**config.mk**
```make
export PLATFORM = sky130hd
export DESIGN_NAME = tms9900_core
export DESIGN_NICKNAME = d
export VERILOG_FILES = /design/src/hdl/tms9900_pkg.sv /design/src/hdl/tms9900_alu.sv /design/src/hdl/tms9900_shift_counter.sv /design/src/hdl/tms9900_regs.sv /design/src/hdl/tms9900_control.sv /design/src/hdl/tms9900_core.sv
export SDC_FILE = /design/constraint.sdc
export NUM_CORES = 1
export LEC_CHECK = 0
export ABC_AREA = 1
export ABC_CLOCK_PERIOD_IN_PS = 11350
export BUFFER_PORTS_ARGS = -buffer_cell sky130_fd_sc_hd__buf_4
export CAP_MARGIN = 10
export CORE_UTILIZATION = 53
export CTS_CLUSTER_SIZE = 20
export DETAILED_ROUTE_END_ITERATION = 10
export GPL_ROUTABILITY_DRIVEN = 1
export GPL_TIMING_DRIVEN = 1
export PLACE_DENSITY_LB_ADDON = 0.08
export SLEW_MARGIN = 20
export SYNTH_ARGS = -nofsm -noshare
export SYNTH_HDL_FRONTEND = slang
export SYNTH_SLANG_ARGS = --single-unit
```
**constraint.sdc**
```tcl
create_clock -name clk -period 11.35 [get_ports clk]
set_input_delay 3.405 -clock clk [delete_from_list [all_inputs] [get_ports clk]]
set_output_delay 3.405 -clock clk [all_outputs]
set_load 0.01 [all_outputs]
```
**src/hdl/tms9900_pkg.sv**
```systemverilog
package tms9900_pkg;

   typedef logic [0:15] word_t;  // Bit 0 is the MSB
   typedef logic [0:14] addr_t;  // Word address on the bus

   localparam int ST_LGT = 0;
   localparam int ST_AGT = 1;
   localparam int ST_EQ  = 2;
   localparam int ST_C   = 3;
   localparam int ST_OV  = 4;

   localparam addr_t RESET_VECTOR_ADDR = 15'd0;
   localparam int    WS_SHIFT          = 4;  // Register index bits

   localparam logic [0:2] IMM_OP_LI   = 3'b000;
   localparam logic [0:2] IMM_OP_AI   = 3'b001;
   localparam logic [0:2] IMM_OP_ANDI = 3'b010;
   localparam logic [0:2] IMM_OP_ORI  = 3'b011;
   localparam logic [0:2] IMM_OP_CI   = 3'b100;
   localparam logic [0:2] IMM_OP_LWPI = 3'b111;

   // Address register source
   localparam logic [2:0] ADDR_PC       = 3'd0;
   localparam logic [2:0] ADDR_WS_S     = 3'd1;
   localparam logic [2:0] ADDR_WS_D     = 3'd2;
   localparam logic [2:0] ADDR_VEC      = 3'd3;
   localparam logic [2:0] ADDR_VEC_NEXT = 3'd4;

   typedef union packed {
      struct packed {
         logic [0:2]          opcode;
         logic                b;
         logic [0:1]          td;
         logic [0:WS_SHIFT-1] d;
         logic [0:1]          ts;
         logic [0:WS_SHIFT-1] s;
      } fmt_dual;
      struct packed {
         logic [0:7] opcode;
         logic [0:7] disp;
      } fmt_jump;
      struct packed {
         logic [0:7]          opcode;
         logic [0:3]          count;
         logic [0:WS_SHIFT-1] w;
      } fmt_shift;  // Also immediate subcode and register
   } instr_u;

   typedef enum logic [6:0] {
      S_RESET, S_VEC_WP, S_VEC_PC,
      S_IFETCH, S_DECODE, S_ILLEGAL,
      S_IMM_FETCH, S_IMM_READ, S_IMM_EXEC, S_IMM_WB,
      S_JUMP,
      S_TS_READ, S_TD_READ, S_DUAL_EXEC, S_DUAL_WB,
      S_SHIFT_READ, S_SHIFT_STEP, S_SHIFT_WB
   } state_t;

   typedef enum logic [3:0] {
      ALU_PASS, ALU_ADD, ALU_SUB, ALU_CMP, ALU_AND, ALU_OR, ALU_ANDN,
      ALU_SLA, ALU_SRA, ALU_SRL, ALU_SRC
   } alu_op_t;

endpackage

```
**src/hdl/tms9900_alu.sv**
```systemverilog
`timescale 1ns/1ns

module tms9900_alu import tms9900_pkg::*; (
   input  alu_op_t    alu_op,
   input  word_t      operand,
   input  word_t      result,
   input  word_t      st,
   input  instr_u     instr,
   output word_t      alu_result,
   output logic [0:4] alu_flags
);

   logic [0:16] sum;  // Carry in bit 0
   logic        carry;
   logic        ovf;
   logic        is_dual;
   word_t       cmp_a;
   word_t       cmp_b;

   // C compares source with destination, CI the register with the immediate
   assign is_dual = (instr.fmt_dual.opcode != 3'b000);
   assign cmp_a = is_dual ? operand : result;
   assign cmp_b = is_dual ? result : operand;

   always_comb begin
      sum = '0;
      alu_result = operand;
      carry = st[ST_C];
      ovf = st[ST_OV];
      case (alu_op)
         ALU_ADD: begin
            sum = {1'b0, result} + {1'b0, operand};
            alu_result = sum[1:16];
            carry = sum[0];
            ovf = (result[0] == operand[0]) && (result[0] != sum[1]);
         end
         ALU_SUB: begin
            sum = {1'b0, result} + {1'b0, ~operand} + 17'd1;
            alu_result = sum[1:16];
            carry = sum[0];  // Set when no borrow
            ovf = (result[0] != operand[0]) && (result[0] != sum[1]);
         end
         ALU_CMP:  alu_result = result;
         ALU_AND:  alu_result = result & operand;
         ALU_OR:   alu_result = result | operand;
         ALU_ANDN: alu_result = result & ~operand;
         ALU_SLA: begin
            {carry, alu_result} = {result, 1'b0};
            ovf = st[ST_OV] || (result[0] != result[1]);  // Sign change on any step
         end
         ALU_SRA: {alu_result, carry} = {result[0], result};
         ALU_SRL: {alu_result, carry} = {1'b0, result};
         ALU_SRC: begin
            alu_result = {result[15], result[0:14]};
            carry = result[15];
         end
         default: alu_result = operand;
      endcase
   end

   always_comb begin
      if (alu_op == ALU_CMP) begin
         alu_flags[ST_LGT] = (cmp_a > cmp_b);
         alu_flags[ST_AGT] = ($signed(cmp_a) > $signed(cmp_b));
         alu_flags[ST_EQ] = (cmp_a == cmp_b);
      end else begin
         alu_flags[ST_LGT] = |alu_result;
         alu_flags[ST_AGT] = !alu_result[0] && (|alu_result);
         alu_flags[ST_EQ] = ~|alu_result;
      end
      alu_flags[ST_C] = carry;
      alu_flags[ST_OV] = ovf;
   end

endmodule

```
**src/hdl/tms9900_shift_counter.sv**
```systemverilog
`timescale 1ns/1ns

module tms9900_shift_counter (
   input  logic       clk,
   input  logic       reset,
   input  logic       shift_load,
   input  logic [0:3] count,
   input  logic       shift_step,
   output logic       shift_last
);

   logic [4:0] remaining;  // Steps still to do

   always_ff @(posedge clk) begin
      if (reset)
         remaining <= 5'd0;
      else if (shift_load)
         remaining <= (count == 4'd0) ? 5'd16 : {1'b0, count};  // Zero count means 16
      else if (shift_step && remaining != 5'd0)
         remaining <= remaining - 5'd1;
   end

   assign shift_last = (remaining == 5'd1);

endmodule

```
**src/hdl/tms9900_regs.sv**
```systemverilog
`timescale 1ns/1ns

module tms9900_regs import tms9900_pkg::*; (
   input  logic       clk,
   input  logic       reset,
   input  word_t      d_in,
   input  word_t      alu_result,
   input  logic [0:4] alu_flags,
   input  logic       memen,
   input  logic       we,
   input  logic       load_ir,
   input  logic       load_pc,
   input  logic       inc_pc,
   input  logic       load_wp,
   input  logic       load_st_flags,
   input  logic       load_operand,
   input  logic       load_result,
   input  logic [2:0] addr_sel,
   output addr_t      a,
   output word_t      q,
   output logic       dbin,
   output instr_u     instr,
   output word_t      operand,
   output word_t      pc,
   output word_t      st,
   output word_t      wp
);

   word_t               pc_next;
   word_t               wp_next;
   word_t               result;
   word_t               jump_offset;
   logic [0:4]          st_flags;
   logic [0:WS_SHIFT-1] ws_reg;
   addr_t               addr_next;

   assign jump_offset = {{7{instr.fmt_jump.disp[0]}}, instr.fmt_jump.disp, 1'b0};

   // Loads during a bus cycle take read data, otherwise internal values
   always_comb begin
      pc_next = pc;
      if (load_pc)
         pc_next = memen ? d_in : pc + jump_offset;
      else if (inc_pc)
         pc_next = pc + 16'd2;
   end

   assign wp_next = load_wp ? (memen ? d_in : operand) : wp;  // Vector or LWPI
   assign ws_reg = (addr_sel == ADDR_WS_D) ? instr.fmt_dual.d : instr.fmt_dual.s;

   always_comb begin
      case (addr_sel)
         ADDR_WS_S, ADDR_WS_D: addr_next = wp_next[0:14] + addr_t'(ws_reg);
         ADDR_VEC:             addr_next = RESET_VECTOR_ADDR;
         ADDR_VEC_NEXT:        addr_next = RESET_VECTOR_ADDR + 15'd1;
         default:              addr_next = pc_next[0:14];
      endcase
   end

   always_ff @(posedge clk) begin
      if (reset) begin
         pc <= '0;
         wp <= '0;
         st_flags <= '0;
      end else begin
         pc <= pc_next;
         wp <= wp_next;
         if (load_st_flags) begin
            if (memen)
               st_flags[ST_OV] <= 1'b0;  // SLA operand read
            else
               st_flags <= alu_flags;
         end
      end
   end

   always_ff @(posedge clk) begin
      a <= addr_next;  // Same value again while a bus cycle waits
      if (load_ir)
         instr <= d_in;
      if (load_operand)
         operand <= d_in;
      if (load_result)
         result <= memen ? d_in : alu_result;
   end

   assign st = {st_flags, 11'd0};
   assign q = result;
   assign dbin = memen && !we;

endmodule

```
**src/hdl/tms9900_control.sv**
```systemverilog
`timescale 1ns/1ns

module tms9900_control import tms9900_pkg::*; (
   input  logic       clk,
   input  logic       reset,
   input  logic       ready,
   input  instr_u     instr,
   input  word_t      st,
   input  logic       shift_last,
   output logic       memen,
   output logic       we,
   output logic       iaq,
   output logic [2:0] addr_sel,
   output alu_op_t    alu_op,
   output logic       load_ir,
   output logic       load_pc,
   output logic       inc_pc,
   output logic       load_wp,
   output logic       load_st_flags,
   output logic       load_operand,
   output logic       load_result,
   output logic       shift_load,
   output logic       shift_step
);

   state_t     state;
   state_t     next_state;
   logic       is_dual;
   logic       is_jump;
   logic       is_shift;
   logic       is_imm;
   logic       take_jump;
   logic [0:2] imm_op;

   assign imm_op = instr.fmt_shift.count[0:2];
   assign is_dual = (instr.fmt_dual.opcode[0:1] != 2'b00) && !instr.fmt_dual.b &&
                    (instr.fmt_dual.td == 2'b00) && (instr.fmt_dual.ts == 2'b00);
   assign is_jump = (instr.fmt_jump.opcode[0:3] == 4'b0001) &&
                    (instr.fmt_jump.opcode[4:7] <= 4'b1011);  // No JOP, no CRU bit ops
   assign is_shift = (instr.fmt_shift.opcode[0:5] == 6'b000010);
   assign is_imm = (instr.fmt_shift.opcode == 8'h02) && !instr.fmt_shift.count[3] &&
                   (imm_op != 3'b101) && (imm_op != 3'b110);

   always_comb begin
      case (instr.fmt_jump.opcode[4:7])
         4'b0000: take_jump = 1'b1;                       // JMP
         4'b0001: take_jump = !st[ST_AGT] && !st[ST_EQ];  // JLT
         4'b0010: take_jump = !st[ST_LGT] || st[ST_EQ];   // JLE
         4'b0011: take_jump = st[ST_EQ];                  // JEQ
         4'b0100: take_jump = st[ST_LGT] || st[ST_EQ];    // JHE
         4'b0101: take_jump = st[ST_AGT];                 // JGT
         4'b0110: take_jump = !st[ST_EQ];                 // JNE
         4'b0111: take_jump = !st[ST_C];                  // JNC
         4'b1000: take_jump = st[ST_C];                   // JOC
         4'b1001: take_jump = !st[ST_OV];                 // JNO
         4'b1010: take_jump = !st[ST_LGT] && !st[ST_EQ];  // JL
         4'b1011: take_jump = st[ST_LGT] && !st[ST_EQ];   // JH
         default: take_jump = 1'b0;
      endcase
   end

   always_comb begin
      next_state = state;
      alu_op = ALU_PASS;
      {load_ir, load_pc, inc_pc, load_wp, load_st_flags} = '0;
      {load_operand, load_result, shift_load, shift_step} = '0;
      case (state)
         S_RESET: next_state = S_VEC_WP;
         S_VEC_WP: if (ready) begin
            load_wp = 1'b1;
            next_state = S_VEC_PC;
         end
         S_VEC_PC: if (ready) begin
            load_pc = 1'b1;
            next_state = S_IFETCH;
         end
         S_IFETCH: if (ready) begin
            load_ir = 1'b1;
            inc_pc = 1'b1;
            next_state = S_DECODE;
         end
         S_DECODE: begin
            if (is_dual)
               next_state = S_TS_READ;
            else if (is_jump)
               next_state = S_JUMP;
            else if (is_shift) begin
               shift_load = 1'b1;
               next_state = S_SHIFT_READ;
            end else if (is_imm)
               next_state = S_IMM_FETCH;
            else
               next_state = S_ILLEGAL;
         end
         S_ILLEGAL: next_state = S_IFETCH;
         S_IMM_FETCH: if (ready) begin
            load_operand = 1'b1;
            inc_pc = 1'b1;
            if (imm_op == IMM_OP_LI || imm_op == IMM_OP_LWPI)
               next_state = S_IMM_EXEC;  // No register read
            else
               next_state = S_IMM_READ;
         end
         S_IMM_READ: if (ready) begin
            load_result = 1'b1;
            next_state = S_IMM_EXEC;
         end
         S_IMM_EXEC: begin
            case (imm_op)
               IMM_OP_AI:   alu_op = ALU_ADD;
               IMM_OP_ANDI: alu_op = ALU_AND;
               IMM_OP_ORI:  alu_op = ALU_OR;
               IMM_OP_CI:   alu_op = ALU_CMP;
               default:     alu_op = ALU_PASS;
            endcase
            next_state = S_IFETCH;
            if (imm_op == IMM_OP_LWPI)
               load_wp = 1'b1;
            else begin
               load_st_flags = 1'b1;
               if (imm_op != IMM_OP_CI) begin
                  load_result = 1'b1;
                  next_state = S_IMM_WB;
               end
            end
         end
         S_JUMP: begin
            load_pc = take_jump;
            next_state = S_IFETCH;
         end
         S_TS_READ: if (ready) begin
            load_operand = 1'b1;
            next_state = S_TD_READ;
         end
         S_TD_READ: if (ready) begin
            load_result = 1'b1;
            next_state = S_DUAL_EXEC;
         end
         S_DUAL_EXEC: begin
            case (instr.fmt_dual.opcode)
               3'b010:  alu_op = ALU_ANDN;  // SZC
               3'b011:  alu_op = ALU_SUB;
               3'b100:  alu_op = ALU_CMP;
               3'b101:  alu_op = ALU_ADD;
               3'b111:  alu_op = ALU_OR;    // SOC
               default: alu_op = ALU_PASS;  // MOV
            endcase
            load_st_flags = 1'b1;
            load_result = (instr.fmt_dual.opcode != 3'b100);
            next_state = (instr.fmt_dual.opcode == 3'b100) ? S_IFETCH : S_DUAL_WB;
         end
         S_SHIFT_READ: if (ready) begin
            load_result = 1'b1;
            load_st_flags = (instr.fmt_shift.opcode[6:7] == 2'b10);  // SLA starts with OV clear
            next_state = S_SHIFT_STEP;
         end
         S_SHIFT_STEP: begin
            case (instr.fmt_shift.opcode[6:7])
               2'b00:   alu_op = ALU_SRA;
               2'b01:   alu_op = ALU_SRL;
               2'b10:   alu_op = ALU_SLA;
               default: alu_op = ALU_SRC;
            endcase
            shift_step = 1'b1;
            load_result = 1'b1;
            load_st_flags = 1'b1;
            if (shift_last)
               next_state = S_SHIFT_WB;
         end
         S_IMM_WB, S_DUAL_WB, S_SHIFT_WB: if (ready)
            next_state = S_IFETCH;
         default: next_state = S_RESET;
      endcase
   end

   // Address for the state being entered, so a is ready when memen rises
   always_comb begin
      case (next_state)
         S_VEC_WP: addr_sel = ADDR_VEC;
         S_VEC_PC: addr_sel = ADDR_VEC_NEXT;
         S_IMM_READ, S_IMM_WB, S_TS_READ, S_SHIFT_READ, S_SHIFT_WB: addr_sel = ADDR_WS_S;
         S_TD_READ, S_DUAL_WB: addr_sel = ADDR_WS_D;
         default: addr_sel = ADDR_PC;
      endcase
   end

   always_ff @(posedge clk) begin
      if (reset)
         state <= S_RESET;
      else
         state <= next_state;
   end

   assign memen = state inside {S_VEC_WP, S_VEC_PC, S_IFETCH, S_IMM_FETCH, S_IMM_READ,
                                S_IMM_WB, S_TS_READ, S_TD_READ, S_DUAL_WB, S_SHIFT_READ,
                                S_SHIFT_WB};
   assign we = state inside {S_IMM_WB, S_DUAL_WB, S_SHIFT_WB};
   assign iaq = (state == S_IFETCH);

endmodule

```
**src/hdl/tms9900_core.sv**
```systemverilog
`timescale 1ns/1ns

module tms9900_core import tms9900_pkg::*; (
   input  logic  clk,
   input  logic  reset,
   output logic  memen,
   output logic  we,
   output logic  iaq,
   output logic  dbin,
   output addr_t a,
   output word_t q,
   input  word_t d_in,
   input  logic  ready,
   output word_t debug_pc,
   output word_t debug_st,
   output word_t debug_wp
);

   instr_u     instr;
   word_t      operand;
   word_t      alu_result;
   logic [0:4] alu_flags;
   logic [2:0] addr_sel;
   alu_op_t    alu_op;
   logic       load_ir;
   logic       load_pc;
   logic       inc_pc;
   logic       load_wp;
   logic       load_st_flags;
   logic       load_operand;
   logic       load_result;
   logic       shift_load;
   logic       shift_step;
   logic       shift_last;

   tms9900_control u_control (
      .clk(clk), .reset(reset), .ready(ready), .instr(instr), .st(debug_st),
      .shift_last(shift_last), .memen(memen), .we(we), .iaq(iaq), .addr_sel(addr_sel),
      .alu_op(alu_op), .load_ir(load_ir), .load_pc(load_pc), .inc_pc(inc_pc),
      .load_wp(load_wp), .load_st_flags(load_st_flags), .load_operand(load_operand),
      .load_result(load_result), .shift_load(shift_load), .shift_step(shift_step)
   );

   tms9900_regs u_regs (
      .clk(clk), .reset(reset), .d_in(d_in), .alu_result(alu_result),
      .alu_flags(alu_flags), .memen(memen), .we(we), .load_ir(load_ir),
      .load_pc(load_pc), .inc_pc(inc_pc), .load_wp(load_wp),
      .load_st_flags(load_st_flags), .load_operand(load_operand),
      .load_result(load_result), .addr_sel(addr_sel), .a(a), .q(q), .dbin(dbin),
      .instr(instr), .operand(operand), .pc(debug_pc), .st(debug_st), .wp(debug_wp)
   );

   tms9900_alu u_alu (
      .alu_op(alu_op), .operand(operand), .result(q), .st(debug_st), .instr(instr),
      .alu_result(alu_result), .alu_flags(alu_flags)
   );

   tms9900_shift_counter u_shift_counter (
      .clk(clk), .reset(reset), .shift_load(shift_load),
      .count(instr.fmt_shift.count), .shift_step(shift_step), .shift_last(shift_last)
   );

endmodule

```
==> results by group <==
Timing
  – Final min period: 6400 ps
  – PnR worst setup slack: 4950 ps
  – Final Skew: 10.6 ps
  – Worst rel slew slack: 31.1%
  – Max frequency: 156 MHz
  – Worst Max-Slew Pin Slew: 1030 ps
  – Final setup TNS: 0 ps
  – Pins Over Slew Limit: 0
  – Final setup violation count: 0
  – Period utilization: 56.4%
  – Final Hold Viols: 0
  – WHS: 453 ps
  – RSZ-0062 raised after global routing: no

Layout
  – P&R area growth vs syn: 10.3%
  – Multi-input gate area: 0.00676 sq mm
  – Share of layout cells above drive strength 1: 11.4%
  – Fin cells: 1954
  – Layout Nets: 1781
  – Diodes inserted: 0
  – Final Core Density: 59.7%
  – Most frequent cells in the layout: 413 x nand2_1, 192 x inv_1, 182 x nor2_1
  – Leading cell type in the layout, fill and taps excluded: nand2_1
  – FILL cells: 1937
  – Post-route cell area: 0.0116 sq mm
  – Reg area: 0.00272 sq mm

Global routing
  – Total gr overflow: 0
  – First-pass GRT wire length: 55.4 mm
  – Initial antenna violation count: 0
  – Largest net degree at the start of global routing: 65
  – Vias in the first global route: 10200
  – Tot GR Track Use: 36.0%

Drt
  – Final ANT Viol Nets: 0
  – DR pass1 iterations: 5
  – WL/cell: 18.5 um
  – DRC: 0
  – Total number of vias: 11000
  – Via-to-Cell Ratio: 5.65
  – Final WL: 36.2 mm
  – DR iter-0 viols: 811

Floorplan
  – Chip width: 143 um
  – FP Rows: 51
  – Chip Height: 143 um
  – Initial cell density of the core: 54.1%
  – IO Count: 102
  – Core ar.: 0.0195 sq mm
  – Die area: 0.0204 sq mm

Critical path
  – Critical R2R Launch: u_control.state[4]$_SDFF_PP0_
  – Required time of the critical path: 11600 ps
  – CP endpoint: u_regs.a[8]$_DFF_P_
  – Crit end category: flop
  – Critical path class: input port to flop
  – Reg-to-reg endpoint: u_regs.a[8]$_DFF_P_
  – CP Max Fanout: 11
  – R2R depth: 25
  – CP startpoint kind: input port
  – Reg2Reg Setup Slack: 6670 ps
  – Critical Path Start: ready
  – WP data arrival: 6650 ps

Yosys
  – Seq cells post-synth: 112
  – Seq/Total Area, Yosys: 25.8%
  – Synth warnings: 0
  – Library cells used by synthesis: 54
  – Adder-Cell Fraction of Synth Area: 9.55%
  – Multiplexer area fraction after synthesis: 0%
  – Post-synth EDFFs: 48
  – Simple-Gate Fraction of Synth Area: 35.3%
  – Cell Area, Synth: 0.0105 sq mm
  – XOR/XNOR share of the synthesized area: 3.49%
  – Main combinational cell family by area after synthesis: simple AND/OR/NAND/NOR gates
  – Ys async rst share: 0%
  – Post-Synthesis Cells: 1620
  – Synth Area in Compound Gates: 15.4%
  – Synth Area per Inst: 6.50 sq um
  – Synth Flop Type: dfxtp_1

Clock network
  – Clk slew on worst S/H paths: 80 ps
  – Post-CTS setup buffers: 0
  – Clk sinks: 112
  – Post-CTS Resized: 0
  – Worst skew pair latency: 360 ps
  – Hold_buf cts: 0
  – CTS tree: yes
  – H-Tree Depth: 3
  – Total CTS buffers: 9
  – Clock buffer depth: 2
  – Root buffer cell: clkbuf_16

Pwr
  – Maximum vdd ir drop: 0.0720 mV
  – Pwr per Cell Area: 67.5 mW/mm^2
  – PnR Total Power: 0.784 mW
  – P_leak: 5.71 nW

Placement
  – Cell Area, Placed: 0.0113 sq mm
  – Placed Cells: 1938
  – Placer Congestion: 0.996
  – Number of port buffers: 90
  – Worst slack, placed: 4600 ps
  – Dpl hpwl: 28.8 mm

Outcome
  – Status: complete, no violations

Min path
  – Hold Path Class: flop to flop
  – Min-delay src: u_regs.pc[0]$_SDFFE_PP0P_

Run
  – Max cap viols: 0
-- state kept, by name, summed over array words and instances, names as in the netlist --
| name | count |
|---|---|
| u_regs.a | 15 |
| u_regs.instr | 16 |
| u_regs.operand | 16 |
| u_regs.wp | 16 |
| u_regs.pc | 16 |
| u_regs.q | 16 |
| u_control.state | 7 |
| u_regs.st_flags | 5 |
| u_shift_counter.remaining | 5 |
-- worst max-delay path, stage by stage --
cell and delay [ps]:
buf_4 150, nor2_1 100, nand4_1 120, inv_1 50
a211oi_1 250, nand3_1 130, nor2_2 190, nand3_2 200
o21ai_0 210, ha_1 200, inv_1 60, fa_1 420
nand3b_1 170, and2_0 170, inv_1 70, nand2_2 70
nor2_1 140, nand2_1 140, nor2_4 170, nand2_1 70
nand3_1 90, o21ai_1 70
-- cell usage after synthesis (17+ instances only) --
cell,number,share of area (%)
nand2_1,413,15
inv_1,192,6.8
nor2_1,182,6.5
nand3_1,124,5.9
o21ai_0,109,5.2
a21oi_1,85,4.0
ha_1,74,8.8
dfxtp_1,64,12
edfxtp_1,48,14
xor2_1,32,2.7
clkbuf_1,25,0.89
nand4_1,24,1.4
nor2_2,19,1.1
o211ai_1,17,1.2
-- final cells by class --
cell class	instances	area share, %
clock buffer	12	2.22
clock inverter	4	0.302
inverter	211	6.82
multi-input combinational	1254	58.2
sequential	112	23.4
tap	265	2.85
timing repair buffer	96	6.20
-- how the worst min path moves through the flow --
stage,end,slack (ps),depth (start not counted)
6_report,u_regs.pc[0]$_SDFFE_PP0P_,450,2
5_1_grt,u_regs.pc[0]$_SDFFE_PP0P_,480,2
4_1_cts,u_regs.pc[0]$_SDFFE_PP0P_,460,2
3_5_place_dp,u_regs.pc[0]$_SDFFE_PP0P_,450,2
3_3_place_gp,u_regs.pc[0]$_SDFFE_PP0P_,440,2
2_1_floorplan,u_shift_counter.remaining[1]$_SDFFE_PP0P_,450,2
-- metal layers --
metal	part of all wire, %	wire length [um]	track usage (%)
met4	2.7	970	12.8
met3	7.3	2640	3.89
met5	0	0	0
met1	43	15600	47.8
met2	47	17100	60.4
-- cell families after synthesis --
group / after synthesis
XOR/XNOR: 42
flip-flops: 112
AO/OA/AOI/OAI: 284
AND/OR/NAND/NOR: 837
adder cells (fa/ha/maj): 78
other: 1
buffers and inverters: 266
-- where the power goes --
group	switching [mW]	leakage, nW	internal (mW)
clock network	0.155	0.144	0.165
logic	0.0290	4.62	0.0123
registers	0.00162	0.949	0.421
Note: power is estimated with default switching activity, not from simulation.
